File: config.mk
export PLATFORM = sky130hd
export DESIGN_NAME = int_alu_flat
export DESIGN_NICKNAME = d
export VERILOG_FILES = /design/src/design/uop_pkg.sv /design/src/design/exec_pkg.sv /design/src/design/wakeup_if.sv /design/src/design/issue_if.sv /design/src/design/int_alu.sv /design/src/flat_wrapper.sv
export VERILOG_INCLUDE_DIRS = /design/src /design/src/design
export SDC_FILE = /design/constraint.sdc
export NUM_CORES = 1
export LEC_CHECK = 0
export ABC_AREA = 0
export BUFFER_PORTS_ARGS = -buffer_cell sky130_fd_sc_hd__buf_2
export CAP_MARGIN = 20
export CORE_MARGIN = 2
export CORE_UTILIZATION = 55
export DETAILED_ROUTE_END_ITERATION = 12
export MAX_ROUTING_LAYER = met4
export PLACE_DENSITY = 0.88
export REMOVE_ABC_BUFFERS = 1
export SETUP_SLACK_MARGIN = 0.02
export SYNTH_ARGS = -nofsm -noshare
export SYNTH_HDL_FRONTEND = slang
export SYNTH_SLANG_ARGS = --single-unit
File: constraint.sdc
create_clock -name CLK -period 0.8 [get_ports CLK]
set_input_delay 0.2 -clock CLK [delete_from_list [all_inputs] [get_ports CLK]]
set_output_delay 0.2 -clock CLK [all_outputs]
set_load 0.01 [all_outputs]
File: src/design/iq_defines.svh
`ifndef IQ_DEFINES_SVH
`define IQ_DEFINES_SVH

// --------------------
// Register file and queue sizing
`define NUM_PHYS_REGS 64
`define LOG_PHYS      ($clog2(`NUM_PHYS_REGS))  // Tag width, 6 bits for 64 registers
`define QUEUE_SIZE    16
`define LOG_QUEUE     ($clog2(`QUEUE_SIZE))     // Slot index width

// Datapath widths
`define DATA_W        32
`define OP_W          6                         // Opcode field of a micro-op

`endif

File: src/design/uop_pkg.sv
`include "iq_defines.svh"

// Instruction-side types shared by the dispatch path and the issue queue
package uop_pkg;

    // --------------------
    // Field types
    typedef logic [`LOG_PHYS-1:0] phys_reg_t;  // Physical register tag
    typedef logic [`OP_W-1:0]     opcode_t;    // ALU operation selector
    typedef logic [4:0]           shamt_t;     // Immediate shift amount from 0 to 31

    // --------------------
    // Static fields of one queue entry
    // The source values and ready bits change while the entry waits, so the
    // queue keeps those in separate arrays next to this struct
    typedef struct packed {
        opcode_t   op;        // Operation for the ALU
        phys_reg_t src1;      // First source tag compared against wakeup dest
        phys_reg_t src2;      // Second source tag
        shamt_t    shift;     // Used by SLL and SRL only
        phys_reg_t dest;      // Destination tag broadcast on completion
        logic      regwrite;  // Result is written back and wakes consumers
    } uop_t;

endpackage

File: src/design/exec_pkg.sv
`include "iq_defines.svh"

// Execution-side types: operand words, queue slot index and ALU opcodes
package exec_pkg;

    import uop_pkg::*;

    // --------------------
    // Datapath types
    typedef logic [`DATA_W-1:0]    data_t;      // Operand or result word
    typedef logic [`LOG_QUEUE-1:0] iq_index_t;  // Slot position inside the issue queue

    // --------------------
    // Opcode encodings understood by int_alu
    // Arithmetic
    localparam opcode_t OP_ADD = 6'h00;
    localparam opcode_t OP_SUB = 6'h01;

    // Bitwise logic
    localparam opcode_t OP_AND = 6'h02;
    localparam opcode_t OP_OR  = 6'h03;
    localparam opcode_t OP_XOR = 6'h04;

    // Shifts take their amount from the shift field, not from src2
    localparam opcode_t OP_SLL = 6'h05;
    localparam opcode_t OP_SRL = 6'h06;

    // Signed set-less-than, result is 0 or 1
    localparam opcode_t OP_SLT = 6'h07;

endpackage

File: src/design/wakeup_if.sv
`timescale 1ns/1ps

// Result broadcast from the ALU
// Every waiting queue entry and the register file snoop it in the same cycle
interface wakeup_if
    import uop_pkg::*, exec_pkg::*;
();
    logic      valid;     // One cycle per completed micro-op
    phys_reg_t dest;      // Tag of the produced register
    data_t     value;     // Result word
    logic      regwrite;  // Low for micro-ops that write nothing

    // The ALU owns the bus
    modport producer (output valid, output dest, output value, output regwrite);

    // Queue and register file only listen
    modport consumer (input valid, input dest, input value, input regwrite);

endinterface

File: src/design/issue_if.sv
`timescale 1ns/1ps

// Selected micro-op travelling from the issue queue to the ALU
// Both operands are already resolved, so the ALU never reads the register file
interface issue_if
    import uop_pkg::*, exec_pkg::*;
();
    logic      valid;     // Single-cycle pulse per issued micro-op
    opcode_t   op;
    data_t     src1_val;
    data_t     src2_val;
    shamt_t    shift;
    phys_reg_t dest;
    logic      regwrite;

    // Queue side, all fields registered
    modport source (output valid, output op, output src1_val, output src2_val,
                    output shift, output dest, output regwrite);

    // ALU side, always accepts
    modport sink   (input valid, input op, input src1_val, input src2_val,
                    input shift, input dest, input regwrite);

endinterface

File: src/design/int_alu.sv
`timescale 1ns/1ps

module int_alu
    import exec_pkg::*;
(
    input  logic       CLK,
    input  logic       RESET,
    issue_if.sink      issue,
    wakeup_if.producer wakeup
);

    data_t alu_result;

    // --------------------
    // Operation decode
    always_comb begin
        case (issue.op)
            OP_ADD:  alu_result = issue.src1_val + issue.src2_val;
            OP_SUB:  alu_result = issue.src1_val - issue.src2_val;
            OP_AND:  alu_result = issue.src1_val & issue.src2_val;
            OP_OR:   alu_result = issue.src1_val | issue.src2_val;
            OP_XOR:  alu_result = issue.src1_val ^ issue.src2_val;
            // Shift amount comes from the micro-op, src2 is ignored
            OP_SLL:  alu_result = issue.src1_val << issue.shift;
            OP_SRL:  alu_result = issue.src1_val >> issue.shift;  // Logical, zero fill
            OP_SLT:  begin
                // Two's complement compare
                alu_result = data_t'($signed(issue.src1_val) < $signed(issue.src2_val));
            end
            default: alu_result = '0;                             // Unknown opcodes give zero
        endcase
    end

    // --------------------
    // Result stage
    // A new micro-op may arrive every cycle while the previous one broadcasts
    always_ff @(posedge CLK or negedge RESET) begin
        if (!RESET) begin
            wakeup.valid <= 1'b0;
        end else begin
            wakeup.valid <= issue.valid;
        end
    end

    // Payload only moves when there is something to broadcast
    always_ff @(posedge CLK) begin
        if (issue.valid) begin
            wakeup.value    <= alu_result;
            wakeup.dest     <= issue.dest;
            wakeup.regwrite <= issue.regwrite;
        end
    end

endmodule

File: src/flat_wrapper.sv
// flat-port wrapper written by rule: the top's interface ports become plain ports
module int_alu_flat import exec_pkg::*;
  (CLK, RESET, issue_valid, issue_op, issue_src1_val, issue_src2_val, issue_shift, issue_dest, issue_regwrite, wakeup_valid, wakeup_dest, wakeup_value, wakeup_regwrite);
  issue_if issue_i ();
  wakeup_if wakeup_i ();
  input  logic CLK;
  input  logic RESET;
  input wire logic [$bits(issue_i.valid)-1:0] issue_valid;
  input wire logic [$bits(issue_i.op)-1:0] issue_op;
  input wire logic [$bits(issue_i.src1_val)-1:0] issue_src1_val;
  input wire logic [$bits(issue_i.src2_val)-1:0] issue_src2_val;
  input wire logic [$bits(issue_i.shift)-1:0] issue_shift;
  input wire logic [$bits(issue_i.dest)-1:0] issue_dest;
  input wire logic [$bits(issue_i.regwrite)-1:0] issue_regwrite;
  output wire logic [$bits(wakeup_i.valid)-1:0] wakeup_valid;
  output wire logic [$bits(wakeup_i.dest)-1:0] wakeup_dest;
  output wire logic [$bits(wakeup_i.value)-1:0] wakeup_value;
  output wire logic [$bits(wakeup_i.regwrite)-1:0] wakeup_regwrite;
  assign issue_i.valid = issue_valid;
  assign issue_i.op = issue_op;
  assign issue_i.src1_val = issue_src1_val;
  assign issue_i.src2_val = issue_src2_val;
  assign issue_i.shift = issue_shift;
  assign issue_i.dest = issue_dest;
  assign issue_i.regwrite = issue_regwrite;
  assign wakeup_valid = wakeup_i.valid;
  assign wakeup_dest = wakeup_i.dest;
  assign wakeup_value = wakeup_i.value;
  assign wakeup_regwrite = wakeup_i.regwrite;
  int_alu u_core (.CLK(CLK), .RESET(RESET), .issue(issue_i), .wakeup(wakeup_i));
endmodule
==> impl_metrics.env, run 1 <==
export IMPL_status="stopped before the end"
export IMPL_netlist_top_cells_area="ha_1 (13%), edfxtp_1 (12%), a21oi_1 (6.0%)"
export IMPL_netlist_instances=1285
export IMPL_error="[ERROR GRT-0116] Global routing finished with congestion. Check the congestion regions in the DRC Viewer."
export IMPL_synth_area_mm2=0.00958
export IMPL_cts_buffers=5
export IMPL_haltStage="5_1_grt"
export IMPL_synth_cell_types=85
export IMPL_synthMuxAreaShare_pct=12.2
export IMPL_synth_edf_count=39
export IMPL_grt_pass1_wl_mm=132
export IMPL_synth_warnings=0
export IMPL_dp_cells=2052
export IMPL_fp_row_count=48
export IMPL_die_x_um=136
export IMPL_start_util_pct=55.8
export IMPL_synth_area_per_cell_um2=7.46
export IMPL_grt_overflow_total=918
export IMPL_synth_main_ff_cell="edfxtp_1"
export IMPL_numPortBuffers=124
export IMPL_synth_top_cell_by_area="ha_1"
export IMPL_clock_sinks=40
export IMPL_clock_path_buffers=2
export IMPL_synth_top_area_share_pct=13.1
export IMPL_synth_most_common_cell="nor2_1"
export IMPL_synth_top_family_by_area="compound AO/OA/AOI/OAI gates"
export IMPL_gp_congestion=1.24
export IMPL_synth_fa_ha_area_share_pct=13.5
export IMPL_cts_root_buf="clkbuf_16"
export IMPL_dieHeight_um=136
export IMPL_synth_xor_area_share_pct=0
export IMPL_grtUsageTotal_pct=97.4
export IMPL_ys_async_sr_fraction_pct=2.50
export IMPL_ys_ff_latch=40
export IMPL_grt_max_degree=50
export IMPL_synth_compound_area_share_pct=36.0
export IMPL_cts_htree_levels=2
export IMPL_ys_seq_area_share_pct=12.5
export IMPL_grt_pass1_vias=20300
export IMPL_ios=125
export IMPL_synth_simple_gate_area_share_pct=17.1
export IMPL_post_dp_hpwl_mm=41.4
export IMPL_synthTopCellsByCount="nor2_1 (132), a21oi_1 (114), inv_1 (106), o21ai_0 (103), ha_1 (100)"
==> timing repair <==
item,in CTS
setup endpoints to repair,72
gates resized for setup,363
buffers inserted,75
hold buffers,1
hold endpoints to repair,1
pin swaps,138
==> routing by layer <==
metal / track usage [%] / GRT overflow
met2: 113 / 566
met1: 90.7 / 65
met3: 82.9 / 80
met5: - / -
met4: 104 / 207
==> logic make-up after synthesis <==
kind of cell,after synthesis
mux,84
buf+inv,205
fa+ha+maj,102
simple gates,356
flops,40
compound gates,498
==> stage by stage <==
| stage | worst slack [ns] | instance area, µm² | TNS, ns |
|---|---|---|---|
| after detailed placement | -2.58 | 14000 | -71.84 |
| after floorplan | -2.78 | 9160 | -74.22 |
| after CTS | -1.94 | 16300 | -61.17 |
| after global placement | -2.34 | 14000 | -66.64 |
==> run 2, diff against run 1 <==
--- a/config.mk
+++ b/config.mk
@@ -10,12 +10,10 @@
 export BUFFER_PORTS_ARGS = -buffer_cell sky130_fd_sc_hd__buf_2
 export CAP_MARGIN = 20
 export CORE_MARGIN = 2
-export CORE_UTILIZATION = 55
+export CORE_UTILIZATION = 40
 export DETAILED_ROUTE_END_ITERATION = 12
-export MAX_ROUTING_LAYER = met4
-export PLACE_DENSITY = 0.88
+export PLACE_DENSITY_LB_ADDON = 0.15
 export REMOVE_ABC_BUFFERS = 1
-export SETUP_SLACK_MARGIN = 0.02
 export SYNTH_ARGS = -nofsm -noshare
 export SYNTH_HDL_FRONTEND = slang
 export SYNTH_SLANG_ARGS = --single-unit
==> constraint.sdc (replaced) <==
create_clock -name CLK -period 1 [get_ports CLK]
set_input_delay 0.25 -clock CLK [delete_from_list [all_inputs] [get_ports CLK]]
set_output_delay 0.25 -clock CLK [all_outputs]
set_load 0.01 [all_outputs]
==> run 2 against run 1 <==
The flow now finishes, with violations (setup timing). Area after synthesis did not move. Synthesized cell count stayed put.
==> impl_metrics.env, run 2 <==
export IMPL_cts_htree_levels=2
export IMPL_synth_cell_types=85
export IMPL_min_from="issue_dest[4]"
export IMPL_rsz0062_at_grt="yes"
export IMPL_crit_type="input port to flip-flop"
export IMPL_fmax_mhz=366
export IMPL_tightest_slew_ns=0.667
export IMPL_drc=0
export IMPL_numPortBuffers=124
export IMPL_grt_pass1_wl_mm=78.7
export IMPL_grt_pass1_vias=13500
export IMPL_gp_congestion=1.04
export IMPL_cp_data_required_time_ns=1.19
export IMPL_period_minus_slack_ns=2.73
export IMPL_setup_slack_ns=-1.73
export IMPL_largest_reg_flops=32
export IMPL_drtAntennaViolNets=0
export IMPL_synthTopCellsByCount="nor2_1 (132), a21oi_1 (114), inv_1 (106), o21ai_0 (103), ha_1 (100)"
export IMPL_grt_busiest_layer="met2"
export IMPL_antenna_cells=0
export IMPL_min_path_type="input port to flip-flop"
export IMPL_areaGrowthSynthToFinish_pct=76.2
export IMPL_synth_edf_count=39
export IMPL_setup_viol=72
export IMPL_top_register="u_core.wakeup.value"
export IMPL_path_max_fanout=3
export IMPL_ys_seq_area_share_pct=12.5
export IMPL_fp_row_count=56
export IMPL_critPathCaptureType="flip-flop"
export IMPL_dp_cells=2184
export IMPL_final_common_cell="buf_4"
export IMPL_grt_overflow_total=0
export IMPL_grt_antenna_before_repair=2
export IMPL_post_dp_hpwl_mm=40.4
export IMPL_hold_viol_final=0
export IMPL_hold_path_depth=1
export IMPL_ys_ff_latch=40
export IMPL_wl_per_cell_um=23.6
export IMPL_clkTransAtPathRegs_ns=0.09
export IMPL_synth_warnings=0
export IMPL_drive_gt1_share_pct=52.5
export IMPL_synth_most_common_cell="nor2_1"
export IMPL_wl_mm=53.1
export IMPL_final_cell_mix="buf_4 (543), nor2_1 (120), buf_2 (104), a21oi_1 (91), nand2_1 (83)"
export IMPL_cp_start_kind="input port"
export IMPL_dieHeight_um=159
export IMPL_die_x_um=159
export IMPL_synth_top_cell_by_area="ha_1"
export IMPL_drt_initial_drc_count=1619
export IMPL_min_to="u_core.wakeup.dest[4]$_DFFE_PP_"
export IMPL_synth_area_mm2=0.00958
export IMPL_max_slew_margin_pct=55.0
export IMPL_cts_buffers=5
export IMPL_clock_path_buffers=2
export IMPL_vdd_drop_max_mv=0.953
export IMPL_layout_cells_non_filler=2246
export IMPL_ys_async_sr_fraction_pct=2.50
export IMPL_cts_root_buf="clkbuf_16"
export IMPL_fin_crit_sh_pct=273
export IMPL_vias=13800
export IMPL_pre_cts_slack_ns=-2.56
export IMPL_worstSetupStartpoint="issue_src2_val[1]"
export IMPL_fp_coreArea_mm2=0.0235
export IMPL_via_per_inst=6.15
export IMPL_netlist_instances=1285
export IMPL_post_route_util_pct=71.9
export IMPL_die_area_mm2=0.0252
export IMPL_nets=2113
export IMPL_synth_top_area_share_pct=13.1
export IMPL_met3_usage_pct=7.05
export IMPL_grt_util_met2_pct=62.2
export IMPL_dr_pass1_iters=6
export IMPL_grt_max_degree=63
export IMPL_critPathArrivalTime_ns=2.92
export IMPL_grtUsageTotal_pct=40.2
export IMPL_leakagePower_nw=7.64
export IMPL_p_per_area_mw_per_mm2=788
export IMPL_synth_main_ff_cell="edfxtp_1"
export IMPL_start_util_pct=40.8
export IMPL_gr_usage_met1_pct=55.4
export IMPL_clock_sinks=40
export IMPL_ios=125
export IMPL_violations="setup timing"
export IMPL_drv_slew=0
export IMPL_top_regs="u_core.wakeup.value x32, u_core.wakeup.dest x6"
export IMPL_synth_area_per_cell_um2=7.46
export IMPL_cts_tree="yes"
export IMPL_netlist_top_cells_area="ha_1 (13%), edfxtp_1 (12%), a21oi_1 (6.0%)"
export IMPL_drv_cap=0
export IMPL_status="finished, violations left"
[run 2: cell counts after synthesis]
Identical to the previous run, type by type.
[run 2: worst max-delay path: stages]
cell and delay [ns]:
buf_8 0.08, inv_6 0.03, buf_6 0.11, fa_2 0.39, nor2b_2 0.14, o21ai_2 0.10
o31ai_4 0.34, o21bai_4 0.16, o31ai_4 0.33, a211oi_4 0.12, buf_6 0.16, o31a_1 0.26
or3_1 0.37, o21ai_1 0.08
[run 2: worst max path at each step]
stage	depth (start not counted)	endpoint	slack (ns)
2_1_floorplan	8	u_core.wakeup.value[30]$_DFFE_PP_	-2.63
3_3_place_gp	13	u_core.wakeup.value[31]$_DFFE_PP_	-2.52
3_5_place_dp	13	u_core.wakeup.value[31]$_DFFE_PP_	-2.56
4_1_cts	15	u_core.wakeup.value[30]$_DFFE_PP_	-1.69
5_1_grt	14	u_core.wakeup.value[30]$_DFFE_PP_	-1.80
6_report	14	u_core.wakeup.value[30]$_DFFE_PP_	-1.73
[run 2: metrics by stage]
step	hold slack, ns	setup TNS, ns	area (µm²)	total power, mW
3_3_place_gp	0.0240	-62.21	14500	9.16
2_1_floorplan	-0.0456	-69.42	9160	5.10
5_1_grt	0.111	-51.95	16900	13.8
3_5_place_dp	0.0257	-63.50	14500	9.20
6_report	0.110	-49.12	16900	13.3
4_1_cts	0.106	-47.98	16300	12.6
[run 2: area by class of cell]
| cell class | instances | area [µm²] |
|---|---|---|
| repair buffers | 730 | 5730 |
| clock buffers | 5 | 125 |
| fillers | 1890 | 6590 |
| flip-flops and latches | 40 | 1200 |
| multi-input cells | 1040 | 8930 |
| clock inverters | 3 | 46.3 |
| well taps | 319 | 399 |
| inverters | 109 | 452 |
[run 2: per-layer routing]
metal	wire [µm]	vias to the layer above	part of all wire, %
met5	13	-	0.024
met4	2690	2	5.1
met3	5720	171	11
met2	22800	938	43
met1	21900	6543	41
li1	-	6160	-
[run 2: cells by family (layout without fill, tap and decap cells)]
family	count (synthesis)	in the layout	share of synthesized area, %
muxes	84	84	12.2
buffers and inverters	205	847	8.71
AOI/OAI and AO/OA	498	498	36.0
adders and majority gates	102	102	13.5
DFF	40	40	12.5
and+or+nand+nor	356	356	17.1
[run 2: what timing repair did]
item | in CTS | in global routing
endpoints found under the hold margin | 1 | 0
pin swaps | 105 | 92
setup endpoints to repair | 72 | 72
buffers inserted | 44 | 21
gates resized for setup | 294 | 126
cloned | 1 | 0
hold buffers | 1 | 0
[run 2: report_power, final]
part	internal (mW)	total (mW)	switching [mW]
combinational	4.34	9.03	4.68
clock	1.20	2.19	0.989
sequential	2.04	2.08	0.0431
No activity file was read; power rests on OpenSTA's default activity.
